## src/ol_pkg.sv

```systemverilog
package ol_pkg;

	// ------------------------------
	// bus and stream widths
	// ------------------------------
	// axi address and data
	localparam int ADDR_W = 32;
	localparam int DATA_W = 64;
	// one stream element
	localparam int BYTE_W = 8;
	// stream elements packed into one data word
	localparam int BYTES_PER_WORD = DATA_W / BYTE_W;
	// lane index inside a word
	localparam int LANE_W = $clog2(BYTES_PER_WORD);
	// layer, row and column counts
	localparam int DIM_W = 10;
	// axi burst length field
	localparam int LEN_W = 8;
	// address step of one beat
	localparam int BEAT_BYTES = DATA_W / 8;

	// ------------------------------
	// helpers
	// ------------------------------
	// words needed for one row, partial last word counts as one
	function automatic logic [DIM_W-1:0] words_per_row(input logic [DIM_W-1:0] cols);
		// full words plus one if any lanes left over
		return cols[DIM_W-1:LANE_W] + DIM_W'(|cols[LANE_W-1:0]);
	endfunction

endpackage

```

## src/row_packer.sv

```systemverilog
module row_packer
	import ol_pkg::*;
(
	input  logic              clk,
	input  logic              reset_n,
	input  logic              req,
	input  logic              ack,
	input  logic [DIM_W-1:0]  num_cols,
	input  logic [BYTE_W-1:0] in_data,
	input  logic              in_valid,
	input  logic              pk_ready,
	output logic              in_ready,
	output logic [DATA_W-1:0] pk_word,
	output logic              pk_last,
	output logic              pk_valid
);

	// position in the row: word index and lane inside it
	logic [LANE_W-1:0] lane;
	logic [DIM_W-1:0]  word_cnt;
	logic [DIM_W-1:0]  cols_m1;
	logic [DIM_W-1:0]  last_word_idx;
	// word under assembly, unwritten lanes stay zero
	logic [DATA_W-1:0] asm_word;
	logic [DATA_W-1:0] asm_next;
	logic              take;
	logic              last_col;
	logic              word_done;

	// ------------------------------
	// row position decode
	// ------------------------------
	assign cols_m1       = num_cols - 1'b1;
	assign last_word_idx = words_per_row(num_cols) - 1'b1;
	// last column = last word of the row and its final lane
	assign last_col = (word_cnt == last_word_idx) && (lane == cols_m1[LANE_W-1:0]);

	// stall while an output word is stuck, or outside an open job
	assign in_ready = req && !ack && !(pk_valid && !pk_ready);
	assign take     = in_valid && in_ready;
	// word closes on lane 7 or on the row's last byte
	assign word_done = take && (last_col || lane == LANE_W'(BYTES_PER_WORD - 1));

	// drop the incoming byte into its lane
	always_comb begin
		asm_next = asm_word;
		asm_next[lane*BYTE_W +: BYTE_W] = in_data;
	end

	// ------------------------------
	// lane and word counters
	// ------------------------------
	always_ff @(posedge clk) begin
		if (!reset_n || !req) begin
			lane     <= '0;
			word_cnt <= '0;
		end else if (take) begin
			// lane restarts at every word boundary
			if (word_done) begin
				lane <= '0;
			end else begin
				lane <= lane + 1'b1;
			end
			// word index restarts at the row end
			if (last_col) begin
				word_cnt <= '0;
			end else if (word_done) begin
				word_cnt <= word_cnt + 1'b1;
			end
		end
	end

	// assembly register, zeroed after each word for the padding
	always_ff @(posedge clk) begin
		if (!req) begin
			asm_word <= '0;
		end else if (take) begin
			asm_word <= word_done ? '0 : asm_next;
		end
	end

	// ------------------------------
	// output word
	// ------------------------------
	always_ff @(posedge clk) begin
		if (word_done) begin
			pk_word <= asm_next;
			pk_last <= last_col;
		end
	end

	// held until the buffer takes it
	always_ff @(posedge clk) begin
		if (!reset_n || !req) begin
			pk_valid <= 1'b0;
		end else if (word_done) begin
			pk_valid <= 1'b1;
		end else if (pk_ready) begin
			pk_valid <= 1'b0;
		end
	end

endmodule

```

## src/word_fifo.sv

```systemverilog
module word_fifo
	import ol_pkg::*;
#(
	parameter int FIFO_DEPTH = 16
) (
	input  logic              clk,
	input  logic              reset_n,
	input  logic              req,
	input  logic [DATA_W-1:0] pk_word,
	input  logic              pk_last,
	input  logic              pk_valid,
	input  logic              buf_pop,
	output logic              pk_ready,
	output logic [DATA_W-1:0] buf_word,
	output logic              buf_last,
	output logic              buf_valid
);

	localparam int PTR_W = $clog2(FIFO_DEPTH);
	localparam int CNT_W = $clog2(FIFO_DEPTH + 1);

	// word storage plus row-end tag per entry
	logic [DATA_W-1:0] word_mem [FIFO_DEPTH];
	logic              last_mem [FIFO_DEPTH];
	logic [PTR_W-1:0]  wr_ptr;
	logic [PTR_W-1:0]  rd_ptr;
	logic [CNT_W-1:0]  count;
	logic              push;
	logic              pop;

	// ------------------------------
	// status and head entry
	// ------------------------------
	assign pk_ready  = (count != CNT_W'(FIFO_DEPTH));
	assign buf_valid = (count != '0);
	// first word falls through to the outputs
	assign buf_word  = word_mem[rd_ptr];
	assign buf_last  = last_mem[rd_ptr];

	assign push = pk_valid && pk_ready;
	assign pop  = buf_pop && buf_valid;

	// storage write, no reset on the array
	always_ff @(posedge clk) begin
		if (push) begin
			word_mem[wr_ptr] <= pk_word;
			last_mem[wr_ptr] <= pk_last;
		end
	end

	// ------------------------------
	// pointers and occupancy
	// ------------------------------
	// flushed between jobs while req is low
	always_ff @(posedge clk) begin
		if (!reset_n || !req) begin
			wr_ptr <= '0;
			rd_ptr <= '0;
			count  <= '0;
		end else begin
			// wrap explicitly, depth need not be a power of two
			if (push) begin
				wr_ptr <= (wr_ptr == PTR_W'(FIFO_DEPTH - 1)) ? '0 : wr_ptr + 1'b1;
			end
			if (pop) begin
				rd_ptr <= (rd_ptr == PTR_W'(FIFO_DEPTH - 1)) ? '0 : rd_ptr + 1'b1;
			end
			// simultaneous push and pop leaves count alone
			if (push && !pop) begin
				count <= count + 1'b1;
			end else if (pop && !push) begin
				count <= count - 1'b1;
			end
		end
	end

endmodule

```

## src/burst_writer.sv

```systemverilog
module burst_writer
	import ol_pkg::*;
#(
	parameter int LAYER_SHIFT = 12
) (
	input  logic              clk,
	input  logic              reset_n,
	input  logic              req,
	input  logic [ADDR_W-1:0] base_addr,
	input  logic [DIM_W-1:0]  num_layers,
	input  logic [DIM_W-1:0]  num_rows,
	input  logic [DIM_W-1:0]  num_cols,
	input  logic [ADDR_W-1:0] row_stride,
	input  logic [DATA_W-1:0] buf_word,
	input  logic              buf_last,
	input  logic              buf_valid,
	input  logic              awready,
	input  logic              wready,
	input  logic              bvalid,
	output logic              buf_pop,
	output logic              ack,
	output logic [ADDR_W-1:0] awaddr,
	output logic [LEN_W-1:0]  awlen,
	output logic              awvalid,
	output logic [DATA_W-1:0] wdata,
	output logic              wlast,
	output logic              wvalid,
	output logic              bready
);

	// fsm encoding
	localparam logic [2:0] S_IDLE = 3'd0;
	localparam logic [2:0] S_ADDR = 3'd1;
	localparam logic [2:0] S_DATA = 3'd2;
	localparam logic [2:0] S_RESP = 3'd3;
	localparam logic [2:0] S_DONE = 3'd4;

	logic [2:0]        state;
	// progress through the job, layer is the inner loop
	logic [DIM_W-1:0]  layer_idx;
	logic [DIM_W-1:0]  row_idx;
	logic [ADDR_W-1:0] addr_next;
	logic              last_layer;
	logic              last_row;
	logic              b_done;
	logic              start_row;

	// ------------------------------
	// address and length
	// ------------------------------
	// base + layer stride + row offset, bursts start on a beat boundary
	assign addr_next = (base_addr + (ADDR_W'(layer_idx) << LAYER_SHIFT)
		+ ADDR_W'(row_idx) * row_stride) & ~ADDR_W'(BEAT_BYTES - 1);
	// whole row in one burst
	assign awlen = LEN_W'(words_per_row(num_cols) - 1'b1);

	assign last_layer = (layer_idx == num_layers - 1'b1);
	assign last_row   = (row_idx == num_rows - 1'b1);
	assign start_row  = (state == S_IDLE) && req && buf_valid;
	assign b_done     = (state == S_RESP) && bvalid;

	// ------------------------------
	// channel outputs from state
	// ------------------------------
	assign awvalid = (state == S_ADDR);
	// w channel follows the buffer head
	assign wvalid  = (state == S_DATA) && buf_valid;
	assign wdata   = buf_word;
	assign wlast   = wvalid && buf_last;
	assign buf_pop = wvalid && wready;
	assign bready  = (state == S_RESP);
	// held in done until req drops
	assign ack     = (state == S_DONE);

	// ------------------------------
	// fsm
	// ------------------------------
	always_ff @(posedge clk) begin
		if (!reset_n) begin
			state <= S_IDLE;
		end else begin
			case (state)
				// wait for the row's first word
				S_IDLE: if (start_row) state <= S_ADDR;
				S_ADDR: if (awready) state <= S_DATA;
				// tagged row end closes the burst
				S_DATA: if (buf_pop && buf_last) state <= S_RESP;
				S_RESP: begin
					if (bvalid) begin
						state <= (last_layer && last_row) ? S_DONE : S_IDLE;
					end
				end
				S_DONE: if (!req) state <= S_IDLE;
				default: state <= S_IDLE;
			endcase
		end
	end

	// captured on leaving idle, stable while awvalid
	always_ff @(posedge clk) begin
		if (start_row) begin
			awaddr <= addr_next;
		end
	end

	// ------------------------------
	// layer and row indices
	// ------------------------------
	always_ff @(posedge clk) begin
		if (!reset_n || !req) begin
			layer_idx <= '0;
			row_idx   <= '0;
		end else if (b_done && !(last_layer && last_row)) begin
			// wrap the layer into the next row
			if (last_layer) begin
				layer_idx <= '0;
				row_idx   <= row_idx + 1'b1;
			end else begin
				layer_idx <= layer_idx + 1'b1;
			end
		end
	end

endmodule

```

## src/output_layer_writer.sv

```systemverilog
module output_layer_writer
	import ol_pkg::*;
#(
	parameter int FIFO_DEPTH  = 16,
	parameter int LAYER_SHIFT = 12
) (
	input  logic              clk,
	input  logic              reset_n,
	// host job control
	input  logic              req,
	input  logic [ADDR_W-1:0] base_addr,
	input  logic [DIM_W-1:0]  num_layers,
	input  logic [DIM_W-1:0]  num_rows,
	input  logic [DIM_W-1:0]  num_cols,
	input  logic [ADDR_W-1:0] row_stride,
	output logic              ack,
	// result byte stream
	input  logic [BYTE_W-1:0] in_data,
	input  logic              in_valid,
	output logic              in_ready,
	// axi write master
	output logic [ADDR_W-1:0] awaddr,
	output logic [LEN_W-1:0]  awlen,
	output logic              awvalid,
	input  logic              awready,
	output logic [DATA_W-1:0] wdata,
	output logic              wlast,
	output logic              wvalid,
	input  logic              wready,
	input  logic              bvalid,
	output logic              bready
);

	// packer to buffer
	logic [DATA_W-1:0] pk_word;
	logic              pk_last;
	logic              pk_valid;
	logic              pk_ready;
	// buffer to burst writer
	logic [DATA_W-1:0] buf_word;
	logic              buf_last;
	logic              buf_valid;
	logic              buf_pop;

	// ------------------------------
	// bytes into words
	// ------------------------------
	row_packer u_row_packer (
		.clk      (clk),
		.reset_n  (reset_n),
		.req      (req),
		.ack      (ack),
		.num_cols (num_cols),
		.in_data  (in_data),
		.in_valid (in_valid),
		.pk_ready (pk_ready),
		.in_ready (in_ready),
		.pk_word  (pk_word),
		.pk_last  (pk_last),
		.pk_valid (pk_valid)
	);

	word_fifo #(
		.FIFO_DEPTH (FIFO_DEPTH)
	) u_word_fifo (
		.clk       (clk),
		.reset_n   (reset_n),
		.req       (req),
		.pk_word   (pk_word),
		.pk_last   (pk_last),
		.pk_valid  (pk_valid),
		.buf_pop   (buf_pop),
		.pk_ready  (pk_ready),
		.buf_word  (buf_word),
		.buf_last  (buf_last),
		.buf_valid (buf_valid)
	);

	// ------------------------------
	// words out as axi bursts
	// ------------------------------
	burst_writer #(
		.LAYER_SHIFT (LAYER_SHIFT)
	) u_burst_writer (
		.clk        (clk),
		.reset_n    (reset_n),
		.req        (req),
		.base_addr  (base_addr),
		.num_layers (num_layers),
		.num_rows   (num_rows),
		.num_cols   (num_cols),
		.row_stride (row_stride),
		.buf_word   (buf_word),
		.buf_last   (buf_last),
		.buf_valid  (buf_valid),
		.awready    (awready),
		.wready     (wready),
		.bvalid     (bvalid),
		.buf_pop    (buf_pop),
		.ack        (ack),
		.awaddr     (awaddr),
		.awlen      (awlen),
		.awvalid    (awvalid),
		.wdata      (wdata),
		.wlast      (wlast),
		.wvalid     (wvalid),
		.bready     (bready)
	);

endmodule

```

## config.mk

```make
export PLATFORM = sky130hd
export DESIGN_NAME = output_layer_writer
export DESIGN_NICKNAME = d
export VERILOG_FILES = /design/src/ol_pkg.sv /design/src/row_packer.sv /design/src/word_fifo.sv /design/src/burst_writer.sv /design/src/output_layer_writer.sv
export SDC_FILE = /design/constraint.sdc
export NUM_CORES = 2
export LEC_CHECK = 0
export BUFFER_PORTS_ARGS = -buffer_cell sky130_fd_sc_hd__buf_2
export CAP_MARGIN = 20
export CORE_MARGIN = 1.5
export CORE_UTILIZATION = 50
export DETAILED_ROUTE_END_ITERATION = 16
export GPL_TIMING_DRIVEN = 0
export PLACE_DENSITY_LB_ADDON = 0.12
export SETUP_SLACK_MARGIN = 0.4
export SYNTH_ARGS = -nofsm -noshare
export SYNTH_HDL_FRONTEND = slang
export SYNTH_HIERARCHICAL = 1
export SYNTH_SLANG_ARGS = --single-unit
```

## constraint.sdc

```tcl
create_clock -name clk -period 15.6 [get_ports clk]
set_input_delay 0.78 -clock clk [delete_from_list [all_inputs] [get_ports clk]]
set_output_delay 0.78 -clock clk [all_outputs]
set_load 0.01 [all_outputs]
```

[Word level (Yosys, flattened, before mapping)]
Memories as Yosys holds them, arrays and structs flattened. A register that Yosys moved wholly into a read port is not among the register bits.
Index checks and enable logic that the tools add are counted.
Word-level totals
  register bits after elaboration: 208
  memory bits (writable): 1040
  output and inout port bits: 110
  memories kept: 2
Memories
  u_word_fifo.word_mem: words 16, width 64, read ports 1, clocked after Yosys merged registers in 1, write ports 1, RTL line word_fifo.sv:23  | logic [DATA_W-1:0] word_mem [FIFO_DEPTH];
  u_word_fifo.last_mem: words 16, width 1, read ports 1, clocked after Yosys merged registers in 1, write ports 1, RTL line word_fifo.sv:24  | logic last_mem [FIFO_DEPTH];
Cells by class
  add/subtract/negate cells: 16
  multiply operators: 1
  equality and inequality tests: 17
  shifts and indexed selects: 2
  mux-type cells: 25
  reduce and logical (&&, ||, !) cells: 38
Operators with widths (number)
  $bwmux W64: 1
  $mux W64: 1
  $shift A8 B34 Y64 const A: 1
  $shiftx A8 B34 Y64: 1
  $neg A6 Y34: 1
  $add A32 B22 Y32: 1
  $add A32 B32 Y32: 1
  $mul A10 B32 Y32: 1
  $add A10 B1 Y10 const B: 3
  $eq A10 B10 Y1: 3
  $mux W10: 3
  $sub A10 B1 Y10 const B: 3
  $mux W4: 6
  $mux W3: 7
  $logic_and A1 B1 Y1: 19
  $pmux W3 S5: 1
  $mux W5: 2
  $add A4 B1 Y4 const B: 2
  $add A7 B1 Y8: 1
  $eq A4 B4 Y1 const B: 2
  $logic_not A1 Y1: 8
  $eq A3 B2 Y1 const B: 2
  $eq A3 B3 Y1 const B: 2
  $ne A2 B2 Y1 const B: 3
  other kinds (16): 24

[Logic depth before layout (Yosys ltp)]
  depth after elaboration: 9
  mapped depth: 24
  depth with buffers taken out: 21

[Modules after synthesis]
The synthesis kept the hierarchy.
Modules (own cells, without submodules)
  word_fifo: times used 1, cells an instance 1699, area an instance 39684.3 um^2
  burst_writer: times used 1, cells an instance 1420, area an instance 12637.1 um^2
  row_packer: times used 1, cells an instance 661, area an instance 6364.9 um^2

[Least setup slack after synthesis]
Ideal clock, no wire load.
  path type: reg2reg
  from: register u_word_fifo.count[0]
  to: memory u_word_fifo.last_mem[1] (enable)
  library setup time: 671 ps
  data arrival time: 7510 ps
  data required time: 14929 ps
  path slack: 7419 ps
  cell stages (with the launch flop): 5
  path buffers: 1
  cell sequence: dfxtp_1 or4_1 buf_2 o21ai_4 nor4b_1
Between the ends
  word-level cells in the longest chain between the ends: 4
Ends and longest elaborated chain
  start, declared: RTL line word_fifo.sv:27  | logic [CNT_W-1:0] count;
  start signal, assigned: RTL line word_fifo.sv:70  | count <= count + 1'b1;
  start signal, assigned: RTL line word_fifo.sv:72  | count <= count - 1'b1;
  $ne A5 B5 Y1: RTL line word_fifo.sv:34  | assign pk_ready = (count != CNT_W'(FIFO_DEPTH));
  $logic_and A1 B1 Y1: RTL line word_fifo.sv:40  | assign push = pk_valid && pk_ready;
  $mux W1: RTL line word_fifo.sv:45  | if (push) begin
  $mux W1 (not written as such): RTL line word_fifo.sv:47  | last_mem[wr_ptr] <= pk_last;
  end, declared: RTL line word_fifo.sv:24
No other way between the ends.

[Worst setup path in the final report]
  from: register u_burst_writer.row_idx[3]
  to: register u_burst_writer.awaddr[28] (data pin)
Between the ends
  word-level cells in the longest chain between the ends: 2
Ends and longest elaborated chain
  start, declared: RTL line burst_writer.sv:41  | logic [DIM_W-1:0] row_idx;
  start signal, assigned: RTL line burst_writer.sv:117  | row_idx <= row_idx + 1'b1;
  $mul A10 B32 Y32: RTL line burst_writer.sv:53  | + ADDR_W'(row_idx) * row_stride) & ~ADDR_W'(BEAT_BYTES - 1);
  $add A32 B32 Y32: RTL line burst_writer.sv:53
  net u_burst_writer.addr_next[28]: RTL line burst_writer.sv:42  | logic [ADDR_W-1:0] addr_next;
  end signal, assigned: RTL line burst_writer.sv:102  | awaddr <= addr_next;
  end, declared: RTL line burst_writer.sv:22  | output logic [ADDR_W-1:0] awaddr,
The timed path passes the listed nets, and every way through them passes these cells.
A chain may end at the register's enable or synchronous reset.

==> results by group <==
Timing
  • Fmax: approximately 130 MHz
  • Final Setup Violations: 0
  • Fin. Hold Viols: 0
  • Worst slew pin tran: around 1100 ps
  • Final worst path period need: 7840 ps
  • Rel. slew slack: 29.4%
  • Fin Hold WS: 406 ps
  • RSZ-0062 raised after global routing: false
  • Worst Skew: 40.2 ps
  • Final Slew Violations: 0
  • Final Cycle Share: 50.3%

Logic synthesis
  • Netlist Area Pre-Place: around 60000 µm²
  • Cells after synthesis: about 3800
  • Number of synthesized flops with an enable pin: ~1100
  • Synth cell types: 91
  • Syn avg cell area: about 16 µm²
  • #FFs+latches synth: 1252
  • Ys async rst share: 0%
  • Most used DFF post-synth: edfxtp_1
  • Register area share after synthesis: 62.1%
  • Warnings from Yosys: 6

Worst setup path
  • Critical Path AT: between 8000 and 9000 ps
  • RR Startpoint: u_burst_writer/row_idx[3]
  • CP cell instances: clkbuf_1 -> clkbuf_1 -> nand2_1 -> fa_1 -> inv_1 -> fa_1 -> inv_1 -> fa_1 -> inv_1 -> fa_1 -> inv_1 -> fa_1 -> inv_1 -> ha_1 -> or3_1 -> o2111ai_1 -> a21oi_1 -> o2111ai_1 -> nand2_1 -> o211ai_1 -> or4b_1 -> o311ai_1
  • Crit path launch: u_burst_writer/row_idx[3]
  • Critical Path RT: 16150 ps
  • WP buf/inv: 7
  • CP max-delay cell: clkbuf_1
  • CP top delay family: adder cells
  • WS Path Type: flop to flop
  • CP peak stage delay: 650 ps
  • Crit end category: flop
  • Crit path max fanout: 10
  • Critical path launch point type: flop

Routing
  • ANT nets after route: 0
  • Via/cell ratio: just under 6
  • Initial DRC count: 3031
  • First-pass iteration count of the detailed router: 5
  • Post-Route WL: 153000 µm
  • Drt wl/cell: 26.3 µm
  • DRC: 0
  • DR vias: approximately 34000

Pwr
  • Pwr per Cell Area: 102 nW/µm²
  • Peak VDD IR: 0.000103 V
  • Static Leakage: 0.0234 µW
  • NetSw: 1390 µW
  • Sequential Power Share: a little over half
  • Cell-internal power: 5440 µW
  • Clock power share: 45.3%
  • Total power: 6830 µW
  • Sw Share: between 20% and 30%
  • Comb power frac: 1.8%

CTS
  • Root buf cell: clkbuf_16
  • CTS tree: done
  • Worst-Skew Late Latency: 760 ps
  • CTS resizes: 0
  • Postcts setup bufs: 0
  • Reg clk slew, reported paths: 60 ps
  • CTS Buf Count: about 130
  • CTS Buffer Depth: 3
  • CTS Hold Buffers Added: 0
  • H-tree levels: 4
  • # clock sinks: approximately 1300

Hold path
  • Hold Path Class: input pin to flop
  • Hold Path Origin: awready

Final layout
  • Layout net count: 4622
  • Area delta synth->final: 13.8%
  • Final core occ: between 50% and 60%
  • Commonest non-fill, non-tap cells in the layout: edfxtp_1 (1134), nand2_1 (379), inv_1 (307)
  • Final non-filler cell total: 5814
  • Most common cell after layout, fill and taps aside: edfxtp_1
  • Register area: 36400 µm²
  • Post-route cell area: 66800 µm²
  • Area occupied by multi-input gates: 19900 µm²
  • Filler cells: 9218
  • Layout cells sized above 1: 21.0%

Floorplan
  • I/O pin count: 219
  • Die area: around 120000 µm²
  • Die W: roughly 350 µm
  • Core area: between 100000 and 150000 µm²
  • # rows: 125
  • Starting Density: 50.4%
  • Die Y: 346 µm

Flow run
  • Max cap viols: 0

Global routing
  • Global-route wire length before repair: 226000 µm
  • Largest net degree at the start of global routing: between 40 and 50
  • GR Util All Layers: 25.9%
  • Total grt overflow: 0
  • Vias in the first global route: 34300
  • Initial antenna violation count: 14

Place
  • Hpwl dp: 102000 µm
  • GPL Wtd Cong: between 0.8 and 0.9
  • Placed Instance Area: 62500 µm²
  • PortBufs: 191
  • Inst Count DP: 5571

Outcome
  • Status: completed
cell families after synthesis:
group / share of synthesized area, %
compound gates: 4.53
xor+xnor: 1.62
fa+ha+maj: 10.1
buf+inv: 4.17
flops: 62.1
mux: 10.4
other cells: 0.00639
simple gates: 7.07
cell usage after synthesis, types with 5 or more instances:
master / n / area share, %
a21boi_0: 39 / 0.50
a211oi_1: 7 / 0.090
dfxtp_1: 118 / 4.0
buf_4: 69 / 0.88
mux4_2: 260 / 10
nor3_1: 40 / 0.34
clkbuf_1: 123 / 0.79
nor4b_1: 6 / 0.090
o21ai_0: 76 / 0.65
nor4_1: 6 / 0.064
nand2b_1: 5 / 0.053
buf_2: 40 / 0.34
or3_1: 7 / 0.075
o21ai_1: 5 / 0.043
a21o_1: 12 / 0.15
buf_1: 22 / 0.14
xnor2_1: 70 / 1.0
mux2i_1: 6 / 0.10
xor2_1: 36 / 0.54
and2_1: 154 / 1.6
nor2b_1: 16 / 0.17
a31oi_1: 15 / 0.16
nand3_1: 60 / 0.51
and3_1: 16 / 0.17
nor2_1: 111 / 0.71
edfxtp_1: 1134 / 58
fa_1: 238 / 8.1
mux2_2: 18 / 0.35
o21bai_1: 5 / 0.064
o211ai_1: 6 / 0.077
a22oi_1: 131 / 1.7
nor3b_1: 5 / 0.064
nand2_1: 379 / 2.4
ha_1: 94 / 2.0
nand4_1: 12 / 0.13
inv_1: 308 / 2.0
a21oi_1: 46 / 0.39
routing by layer:
layer | share of wire (%) | up-vias | track usage (%)
li1 | - | 14700 | -
met1 | 41 | 17700 | 35.5
met2 | 49 | 1344 | 43.0
met3 | 7.7 | 214 | 4.56
met4 | 2.3 | 18 | 6.84
met5 | 0.074 | - | 0
registers in the layout, indices dropped and copies added (netlist names), 5 cells and up, named ones only:
register,count
u_word_fifo/word_mem,1024
u_burst_writer/layer_idx,10
u_word_fifo/count,5
u_burst_writer/row_idx,10
u_word_fifo/last_mem,16
u_row_packer/asm_word,64
u_row_packer/pk_word,64
u_burst_writer/awaddr,29
u_row_packer/word_cnt,10
path summary, 6_finish.rpt:
path                                to  slack [ps]  cells after the start
max          u_burst_writer/awaddr[28]        7760                     22
min            u_burst_writer/state[0]         410                      4
max reg2reg  u_burst_writer/awaddr[28]        7760                     22
min reg2reg  u_row_packer/asm_word[62]         470                      2
layout make-up:
| type | count | area share (%) |
|---|---|---|
| inverter | 309 | 1.74 |
| clock inverter | 74 | 1.20 |
| timing repair buffer | 265 | 2.76 |
| sequential | 1252 | 54.5 |
| buffer | 256 | 1.92 |
| tap | 1524 | 2.85 |
| antenna | 5 | 0.0187 |
| multi-input combinational | 1965 | 29.8 |
| clock buffer | 164 | 5.22 |
metrics by stage:
stage,setup TNS (ps),setup WS [ps]
6_report,0,7760
2_1_floorplan,0,7420
5_1_grt,0,7500
3_5_place_dp,0,7680
4_1_cts,0,7660
3_3_place_gp,-584460,-2600
power groups by stage:
stage               logic [µW]  registers, µW  clock network, µW
floorplan                 73.5           3680                  0
global placement           124           3680                  0
detailed placement         125           3680                  0
CTS                        126           3610               3150
global route               139           3610               3270
finish                     126           3610               3100
tightest hold or removal path: cells and delay by family:
kind | cells | cell delay [ps]
buf+inv | 1 | 80
compound gates | 1 | 90
simple gates | 2 | 150
No activity file was read; power rests on OpenSTA's default activity.
